**config.mk**
```make
export PLATFORM = sky130hd
export DESIGN_NAME = gateway_tag_top
export DESIGN_NICKNAME = d
export VERILOG_FILES = /design/src/tag_pkg.sv /design/src/tag_trace_replay.sv /design/src/tag_master.sv /design/src/tag_client_bank.sv /design/src/gateway_tag_top.sv
export SDC_FILE = /design/constraint.sdc
export NUM_CORES = 1
export LEC_CHECK = 0
export BUFFER_PORTS_ARGS = -buffer_cell sky130_fd_sc_hd__buf_2
export CAP_MARGIN = 10
export CORE_ASPECT_RATIO = 0.5
export CORE_UTILIZATION = 54
export DETAILED_ROUTE_END_ITERATION = 8
export MAX_ROUTING_LAYER = met4
export PLACE_DENSITY = 0.8
export RECOVER_POWER = 100
export SLEW_MARGIN = 10
export SYNTH_ARGS = -nofsm -noshare
export SYNTH_HDL_FRONTEND = slang
export SYNTH_HIERARCHICAL = 1
export SYNTH_SLANG_ARGS = --single-unit
```
**constraint.sdc**
```tcl
create_clock -name clk_i -period 3 [get_ports clk_i]
set_input_delay 0.45 -clock clk_i [delete_from_list [all_inputs] [get_ports clk_i]]
set_output_delay 0.45 -clock clk_i [all_outputs]
set_load 0.05 [all_outputs]
```
**src/tag_pkg.sv**
```systemverilog
package tag_pkg;

  //////////////////////////////
  // Field widths
  //////////////////////////////

  // Client select field of a packet
  localparam int tag_id_width_gp = 5;

  // Destination id carried in a client payload
  localparam int tag_did_width_gp = 8;

  //////////////////////////////
  // Packet layout
  //////////////////////////////

  typedef struct packed
  {
    logic                        reset;
    logic [tag_did_width_gp-1:0] did;
  } tag_payload_s;

  // Field order here is also the bit order on the serial line
  typedef struct packed
  {
    logic [tag_id_width_gp-1:0] id;
    logic                       data_not_reset;
    tag_payload_s               payload;
  } tag_packet_s;

  // Start bit plus packet
  localparam int tag_packet_len_gp = 1 + $bits(tag_packet_s);

  //////////////////////////////
  // FSM states
  //////////////////////////////

  typedef enum logic {e_replay_idle, e_replay_send} replay_state_e;

  typedef enum logic {e_master_wait_start, e_master_shift} master_state_e;

endpackage

```
**src/tag_trace_replay.sv**
```systemverilog
`timescale 1ns/1ps

module tag_trace_replay
  import tag_pkg::*;
  (
    input  logic        clk_i,
    input  logic        reset_i,

    input  tag_packet_s pkt_i,
    input  logic        pkt_valid_i,
    output logic        pkt_ready_o,

    output logic        tag_data_o,
    output logic        tag_en_o
  );

  localparam int pkt_width_lp = $bits(tag_packet_s);
  localparam int cnt_width_lp = $clog2(tag_packet_len_gp);
  localparam logic [cnt_width_lp-1:0] last_bit_lp = cnt_width_lp'(tag_packet_len_gp - 1);

  replay_state_e             state_r;
  logic [cnt_width_lp-1:0]   cnt_r;
  logic [pkt_width_lp-1:0]   shift_r;
  logic                      data_r;
  logic                      en_r;
  logic                      accept;

  assign pkt_ready_o = (state_r == e_replay_idle);
  assign accept      = pkt_valid_i & pkt_ready_o;

  //////////////////////////////
  // Control FSM
  //////////////////////////////

  // Start bit goes out on the edge of accept, packet bits follow
  always_ff @(posedge clk_i)
  begin
    if (reset_i)
    begin
      state_r <= e_replay_idle;
      cnt_r   <= '0;
      data_r  <= 1'b0;
      en_r    <= 1'b0;
    end
    else
    begin
      case (state_r)
        e_replay_idle:
        begin
          if (accept)
          begin
            state_r <= e_replay_send;
            cnt_r   <= '0;
            data_r  <= 1'b1;
            en_r    <= 1'b1;
          end
        end

        e_replay_send:
        begin
          if (cnt_r == last_bit_lp)
          begin
            state_r <= e_replay_idle;
            data_r  <= 1'b0;
            en_r    <= 1'b0;
          end
          else
          begin
            cnt_r  <= cnt_r + 1'b1;
            data_r <= shift_r[pkt_width_lp-1];
          end
        end

        default:
        begin
          state_r <= e_replay_idle;
        end
      endcase
    end
  end

  //////////////////////////////
  // Packet shifter
  //////////////////////////////

  // MSB first
  always_ff @(posedge clk_i)
  begin
    if (accept)
    begin
      shift_r <= pkt_i;
    end
    else if (state_r == e_replay_send)
    begin
      shift_r <= {shift_r[pkt_width_lp-2:0], 1'b0};
    end
  end

  assign tag_data_o = data_r;
  assign tag_en_o   = en_r;

  // Line busy and input ready are mutually exclusive
  a_ready_vs_en: assert property (@(posedge clk_i) disable iff (reset_i)
    !(pkt_ready_o && tag_en_o))
    else $error("replay ready while tag line enabled");

endmodule

```
**src/tag_master.sv**
```systemverilog
`timescale 1ns/1ps

module tag_master
  import tag_pkg::*;
  #(
    parameter int num_clients_p = 22
  )
  (
    input  logic        clk_i,
    input  logic        reset_i,

    input  logic        tag_data_i,
    input  logic        tag_en_i,

    output tag_packet_s pkt_o,
    output logic        pkt_valid_o
  );

  localparam int pkt_width_lp = $bits(tag_packet_s);
  localparam int cnt_width_lp = $clog2(pkt_width_lp);
  localparam logic [cnt_width_lp-1:0] last_bit_lp = cnt_width_lp'(pkt_width_lp - 1);

  master_state_e             state_r;
  logic [cnt_width_lp-1:0]   cnt_r;
  logic [pkt_width_lp-1:0]   shift_r;
  logic                      valid_r;
  logic                      sample;

  // Data bit only counts while the line is enabled
  assign sample = tag_en_i & (state_r == e_master_shift);

  //////////////////////////////
  // Framing FSM
  //////////////////////////////

  always_ff @(posedge clk_i)
  begin
    if (reset_i)
    begin
      state_r <= e_master_wait_start;
      cnt_r   <= '0;
      valid_r <= 1'b0;
    end
    else
    begin
      valid_r <= 1'b0;

      case (state_r)
        e_master_wait_start:
        begin
          if (tag_en_i && tag_data_i)
          begin
            state_r <= e_master_shift;
            cnt_r   <= '0;
          end
        end

        e_master_shift:
        begin
          if (tag_en_i)
          begin
            if (cnt_r == last_bit_lp)
            begin
              // Last packet bit is in
              state_r <= e_master_wait_start;
              valid_r <= 1'b1;
            end
            else
            begin
              cnt_r <= cnt_r + 1'b1;
            end
          end
        end

        default:
        begin
          state_r <= e_master_wait_start;
        end
      endcase
    end
  end

  //////////////////////////////
  // Packet assembly
  //////////////////////////////

  // Holds still until the next start bit, so it can drive pkt_o directly
  always_ff @(posedge clk_i)
  begin
    if (sample)
    begin
      shift_r <= {shift_r[pkt_width_lp-2:0], tag_data_i};
    end
  end

  assign pkt_o       = tag_packet_s'(shift_r);
  assign pkt_valid_o = valid_r;

  // Id field must be able to address every client
  initial
  begin
    assert (num_clients_p <= (1 << tag_id_width_gp))
      else $fatal(1, "num_clients_p too large for id field");
  end

  // Packets are at least a full frame apart
  a_valid_pulse: assert property (@(posedge clk_i) disable iff (reset_i)
    pkt_valid_o |=> !pkt_valid_o)
    else $error("master valid held for two cycles");

endmodule

```
**src/tag_client_bank.sv**
```systemverilog
`timescale 1ns/1ps

module tag_client_bank
  import tag_pkg::*;
  #(
    parameter int num_clients_p = 22
  )
  (
    input  logic                               clk_i,
    input  logic                               reset_i,

    input  tag_packet_s                        pkt_i,
    input  logic                               pkt_valid_i,

    output tag_payload_s [num_clients_p-1:0]   client_data_o,
    output logic         [num_clients_p-1:0]   client_new_o
  );

  localparam logic [tag_id_width_gp:0] num_clients_lp = (tag_id_width_gp + 1)'(num_clients_p);

  tag_payload_s [num_clients_p-1:0] data_r;
  logic         [num_clients_p-1:0] new_r;
  logic                             hit;

  // Out of range ids fall through
  assign hit = pkt_valid_i & ({1'b0, pkt_i.id} < num_clients_lp);

  always_ff @(posedge clk_i)
  begin
    if (reset_i)
    begin
      data_r <= '0;
      new_r  <= '0;
    end
    else
    begin
      new_r <= '0;
      if (hit)
      begin
        new_r[pkt_i.id] <= 1'b1;
        // Reset packet puts the client back to default
        if (pkt_i.data_not_reset)
          data_r[pkt_i.id] <= pkt_i.payload;
        else
          data_r[pkt_i.id] <= '0;
      end
    end
  end

  assign client_data_o = data_r;
  assign client_new_o  = new_r;

  a_new_onehot: assert property (@(posedge clk_i) disable iff (reset_i)
    $onehot0(client_new_o))
    else $error("more than one client new bit high");

endmodule

```
**src/gateway_tag_top.sv**
```systemverilog
`timescale 1ns/1ps

module gateway_tag_top
  import tag_pkg::*;
  #(
    parameter int num_clients_p = 22
  )
  (
    input  logic                               clk_i,
    input  logic                               reset_i,

    input  tag_packet_s                        pkt_i,
    input  logic                               pkt_valid_i,
    output logic                               pkt_ready_o,

    output logic                               tag_data_o,
    output logic                               tag_en_o,

    output tag_payload_s [num_clients_p-1:0]   client_data_o,
    output logic         [num_clients_p-1:0]   client_new_o
  );

  tag_packet_s master_pkt_lo;
  logic        master_valid_lo;

  //////////////////////////////
  // Trace replay onto tag line
  //////////////////////////////

  tag_trace_replay replay0
    (.clk_i       (clk_i)
    ,.reset_i     (reset_i)
    ,.pkt_i       (pkt_i)
    ,.pkt_valid_i (pkt_valid_i)
    ,.pkt_ready_o (pkt_ready_o)
    ,.tag_data_o  (tag_data_o)
    ,.tag_en_o    (tag_en_o)
    );

  //////////////////////////////
  // Tag master and clients
  //////////////////////////////

  tag_master #(.num_clients_p(num_clients_p)) master0
    (.clk_i       (clk_i)
    ,.reset_i     (reset_i)
    ,.tag_data_i  (tag_data_o)
    ,.tag_en_i    (tag_en_o)
    ,.pkt_o       (master_pkt_lo)
    ,.pkt_valid_o (master_valid_lo)
    );

  tag_client_bank #(.num_clients_p(num_clients_p)) bank0
    (.clk_i         (clk_i)
    ,.reset_i       (reset_i)
    ,.pkt_i         (master_pkt_lo)
    ,.pkt_valid_i   (master_valid_lo)
    ,.client_data_o (client_data_o)
    ,.client_new_o  (client_new_o)
    );

endmodule

```
**Word-level counts from Yosys, hierarchy flattened**

Index checks and enable logic that the tools add are counted.

- Add/subtract/negate cells: 2
- Multipliers: 0
- Divide/modulo/power cells: 0
- Magnitude comparators: 3
- Equality and inequality tests: 8
- Shifts and indexed selects: 0
- Muxes and demuxes: 28
- Bitwise gates (word level): 9
- Reduce and logical (&&, ||, !) cells: 8

Operators by type and width:

| kind | count |
|---|---|
| 198-bit bitwise AND | 1 |
| 198-bit bitwise mux | 1 |
| 198-bit two-way mux | 1 |
| 198-bit inverter | 1 |
| 9-bit demux with 5-bit select | 1 |
| 15-bit two-way mux | 2 |
| 4-bit two-way mux | 5 |
| 4-bit one-hot mux with 2 select lines | 2 |
| 1-bit two-way mux | 10 |
| 2-bit != test, second input constant | 5 |
| 9-bit two-way mux | 1 |
| 4-bit by 1-bit adder with 4-bit output, second input constant | 2 |
| 4-bit == test, second input constant | 2 |
| 1-bit one-hot mux with 2 select lines | 4 |
| 5-bit by 6-bit less-than comparator with 1-bit output, second input constant | 1 |
| 1-bit demux with 5-bit select | 1 |
| 5-bit by 1-bit >= comparator with 1-bit output, second input constant | 1 |
| 5-bit less-than comparator, second input constant | 1 |
| 1-bit inverter | 4 |
| 2-bit AND reduction | 2 |
| 1-bit bitwise AND | 3 |
| 3-bit AND reduction | 1 |
| 3-bit OR reduction | 1 |
| 1-bit logical AND | 2 |
| 3 further kinds | 3 |

- Flip-flop bits (word level): 263
- Latch bits: 0
- RAM bits: 0
- ROM bits: 0
- Bits of input ports: 18
- Output and inout bits: 223
- Logic and storage cells: 112
- Memories kept: 0

**Depth between registers and ports, before layout**

- Depth in word-level cells: 7
- Mapped depth: 5
- Mapped depth without buffers: 5

**By module**

The synthesis kept the hierarchy.

Modules (own cells, without submodules):

| module | times used | cells an instance | area each (µm²) | seq. area each (µm²) |
|---|---|---|---|---|
| tag_client_bank | 1 | 739 | 8,265.4 | 4,404.2 |
| tag_trace_replay | 1 | 64 | 982.2 | 590.6 |
| tag_master | 1 | 48 | 742.0 | 570.5 |

**Least setup slack after synthesis**

No wires, ideal clock.

- Path type: register to register
- Start point: register replay0.en_r (netlist: replay0/tag_en_o)
- End point: register master0.shift_r[0] (netlist: master0/pkt_o[0]), enable pin
- Setup time: 0.363 ns
- Data arrival time: 1.176 ns
- Data required time: 2.637 ns
- Slack: 1.462 ns
- Cell stages (with the launch flop): 3
- Path buffers: 0
- Period minus slack after synthesis: 1.538 ns
- Cells stage by stage: dfxtp_1 nand2_2 inv_1

- Word-level cells in the longest chain between the ends: 1

RTL lines:

| item | RTL line | text |
|---|---|---|
| start, declared | tag_trace_replay.sv:25 | `logic en_r;` |
| start signal, assigned | tag_trace_replay.sv:43 | `en_r <= 1'b0;` |
| start signal, assigned | tag_trace_replay.sv:55 | `en_r <= 1'b1;` |
| start signal, assigned | tag_trace_replay.sv:65 | `en_r <= 1'b0;` |
| 1-bit bitwise AND | tag_master.sv:30 | `assign sample = tag_en_i & (state_r == e_master_shift);` |
| named net master0.sample | tag_master.sv:27 | `logic sample;` |
| end signal, assigned | tag_master.sv:92 | `shift_r <= {shift_r[pkt_width_lp-2:0], tag_data_i};` |
| end, declared | tag_master.sv:25 | `logic [pkt_width_lp-1:0] shift_r;` |

The timed path passes the listed nets, and every way through them passes these cells.
A chain may end at the register's enable or synchronous reset.

**Worst setup path after layout**

- Start point: register master0.shift_r[12] (netlist: master0/pkt_o[12])
- End point: register bank0.data_r, in the netlist bank0/client_data_o[22]

- Word-level cells in the longest chain between the ends: 7
- Elaborated cells on any way between the ends: 11
- Classes of those cells: order compare: 3; mux: 4; bitwise: 3; reduce/logical: 1

RTL lines:

| item | RTL line | text |
|---|---|---|
| 5-bit by 6-bit less-than comparator with 1-bit output (not written as such) or 5-bit by 1-bit >= comparator with 1-bit output (tied branches) | tag_client_bank.sv:43, tag_client_bank.sv:45 |  |
| 1-bit logical AND (not written as such) | tag_client_bank.sv:43, tag_client_bank.sv:45 |  |
| 9-bit two-way mux (not written as such) | tag_client_bank.sv:43, tag_client_bank.sv:45 |  |
| 9-bit demux with 5-bit select | -- |  |
| 198-bit inverter (no line) | -- |  |
| 198-bit bitwise AND (no line) | -- |  |
| 198-bit two-way mux | tag_client_bank.sv:42 | `if (pkt_i.data_not_reset)` |
| end signal, assigned by index | tag_client_bank.sv:43 | `data_r[pkt_i.id] <= pkt_i.payload;` |
| end, declared | tag_client_bank.sv:21 | `tag_payload_s [num_clients_p-1:0] data_r;` |

Several ways; a longest one is shown, not always the timed one.

==> out/metrics.yaml <==
outcome:
  status: "complete, no violations"
worst_setup_path:
  required_ps: 3320
  end_kind: "flip-flop"
  critPathMaxFanout: 10
  start_kind: "flip-flop"
  critPathSlowestCell: "nor4b_1"
  arrival_ps: 2660
  rr_worst_depth: 3
  worstReg2RegStart: "master0/pkt_o[12]"
  slowest_delay_ps: 800
  cp_cell_sequence: "nor4b_1, nand2_1, mux2i_1"
  critical_path_class: "flip-flop to flip-flop"
  worstSetupStartpoint: "master0/pkt_o[12]"
final_layout:
  utilization: 0.655
  final_cells: 1314
  fin_nets: 1086
  diodes: 0
  area_delta_synth_final_pct: 16.2
  postLayoutCellArea_um2: 11600
  drive_gt1_frac: 0.0620
detailed_routing:
  routed_wl_um: 24100
  wl_per_cell_um: 18.3
  wl_met1_um: 11500
  dr.pass1.iters: 5
  drt_iter0_drc: 329
  routed-wl-met3_um: 1290
  ant_nets: 0
  vias: 6763
  highest_layer: "met4"
  wl_met2_um: 10900
  vias_per_cell: 5.15
  drc_errors: 0
clocking:
  cts_buffers: 23
  cts.repair.resized: 0
  htree_levels: 1
  ctsHoldBuffers: 0
  clk_path_buf_depth: 3
  cts_sinks: 263
  insertion_delay_ps: 510
  path_clk_slew_ps: 80
  post_cts_buffers: 0
  tritoncts: "yes"
  root_buffer: "clkbuf_16"
pwr:
  powerDensity_nw_per_um2: 573
  leakage_nw: 4.71
  ir_drop_mv: 0.332
grt:
  track_usage: 0.257
  grt_pass1_vias: 6716
  grt_antenna_before_repair: 0
  overflow: 0
  grt_max_degree: 233
  grt_pass1_wl_um: 37700
floorplanning:
  die_x_um: 194
  dieArea_um2: 19100
  row_count: 34
  ios: 241
  die_h_um: 98.2
  core-area_um2: 17700
  initial_core_util: 0.563
yosys:
  synthTopCellsByArea: "dfxtp_1 (47%), mux2i_1 (20%), nand2b_1 (12%), edfxtp_1 (9.0%), clkbuf_1 (1.7%)"
  yosysMostFrequentCell: "dfxtp_1"
  synth_area_um2: 9990
  ys_ff_latch: 263
  synth_top_area_cell: "dfxtp_1"
  synth-edff-count: 30
  synth-main-ff-cell: "dfxtp_1"
  yosysWarnings: 6
  syn-num-nets: 872
  ys_top_cells_by_count: "dfxtp_1 (233), nand2b_1 (199), mux2i_1 (198)"
  yosysUniqueCellTypes: 46
  synthArstFlopShare: 0
  syn_inst: 851
  synth-seq-area-share: 0.557
  synth_top_area_frac: 0.467
  syn_area_per_cell_um2: 11.7
placed_design:
  place_area_um2: 11300
  port_buffers: 240
  hpwlAfterDp_um: 15800
  dp_cells: 1274
  preCtsSetupSlack_ps: 778
  gp_congestion: 0.800
sta:
  slew_headroom: 0.199
  finalSetupViolCount: 0
  setup_tns_ps: 0
  grt_setup_unrepaired: "false"
  tightestPinTransition_ps: 1200
  max_freq_ghz: 0.428
  hold_violations: 0
  slew_violations: 0
  period_needed_ps: 2340
  setup_ws_ps: 662
  fin_crit_sh: 0.779
  clock_skew_ps: 12.3
min_path:
  hp-class: "input pin to flip-flop"
  holdPathStages: 2
  hp-start: "pkt_i[14]"
flow_run:
  maxCapViolCount: 0
## stage by stage
step | power, mW | hold WS, ps
detailed placement | 3.89 | 440
global route | 6.86 | 227
finish | 6.65 | 239
global placement | 3.88 | 434
floorplan | 3.84 | 418
CTS | 6.71 | 224
## layout make-up
cell class                 count  area (µm²)
fill                        1525        6130
sequential                   263        5570
multi-input combinational    522        4030
timing repair buffer         250         978
clock buffer                  36         696
tap                          234         293
clock inverter                 4        26.3
inverter                       5        18.8
## critical path: cells and delay by family (launching register included)
kind          cells  cell delay, ps
simple gates      2            1430
mux               1             240
flops             1             490
## layout by cell type, fill, tap and decap left out, types with 10 or more instances in the layout
cell type / n
clkbuf_1: 239
dfxtp_1: 233
nand2b_1: 199
mux2i_1: 198
edfxtp_1: 30
clkbuf_16: 24
nand2_1: 23
nor2_1: 18
buf_2: 16
mux2_2: 11
nor2b_1: 10
## sequential cells by signal, summed over array words and instances (netlist names)
signal / flops
bank0/client_data_o: 198
bank0/client_new_o: 22
master0/cnt_r: 4
master0/pkt_o: 15
master0/pkt_valid_o: 1
master0/state_r: 1
replay0/cnt_r: 4
replay0/shift_r: 15
replay0/state_r: 1
replay0/tag_data_o: 1
replay0/tag_en_o: 1
## final timing paths
kind / to / slack [ps]
setup / recovery: bank0/client_data_o[22] / 660
hold / removal: replay0/shift_r[14] / 240
setup reg to reg: bank0/client_data_o[22] / 660
hold reg to reg: master0/pkt_o[4] / 460
## logic make-up after synthesis
| family | share of synthesized area |
|---|---|
| multiplexers | 0.216 |
| AND/OR/NAND/NOR | 0.180 |
| buffers and inverters | 0.0304 |
| adder cells (fa/ha/maj) | 0.00376 |
| AO/OA/AOI/OAI | 0.0119 |
| flip-flops | 0.557 |
## layer usage
metal / up-vias / track usage
li1: 3274 / -
met1: 3269 / 0.352
met2: 190 / 0.403
met3: 30 / 0.0480
met4: 0 / 0.0415
met5: - / -
## report_power, final
group / internal (mW) / switching, mW
sequential: 3.59 / 0.0192
combinational: 0.0820 / 0.101
clock: 1.60 / 1.26
(Power assumes the default switching activity.)
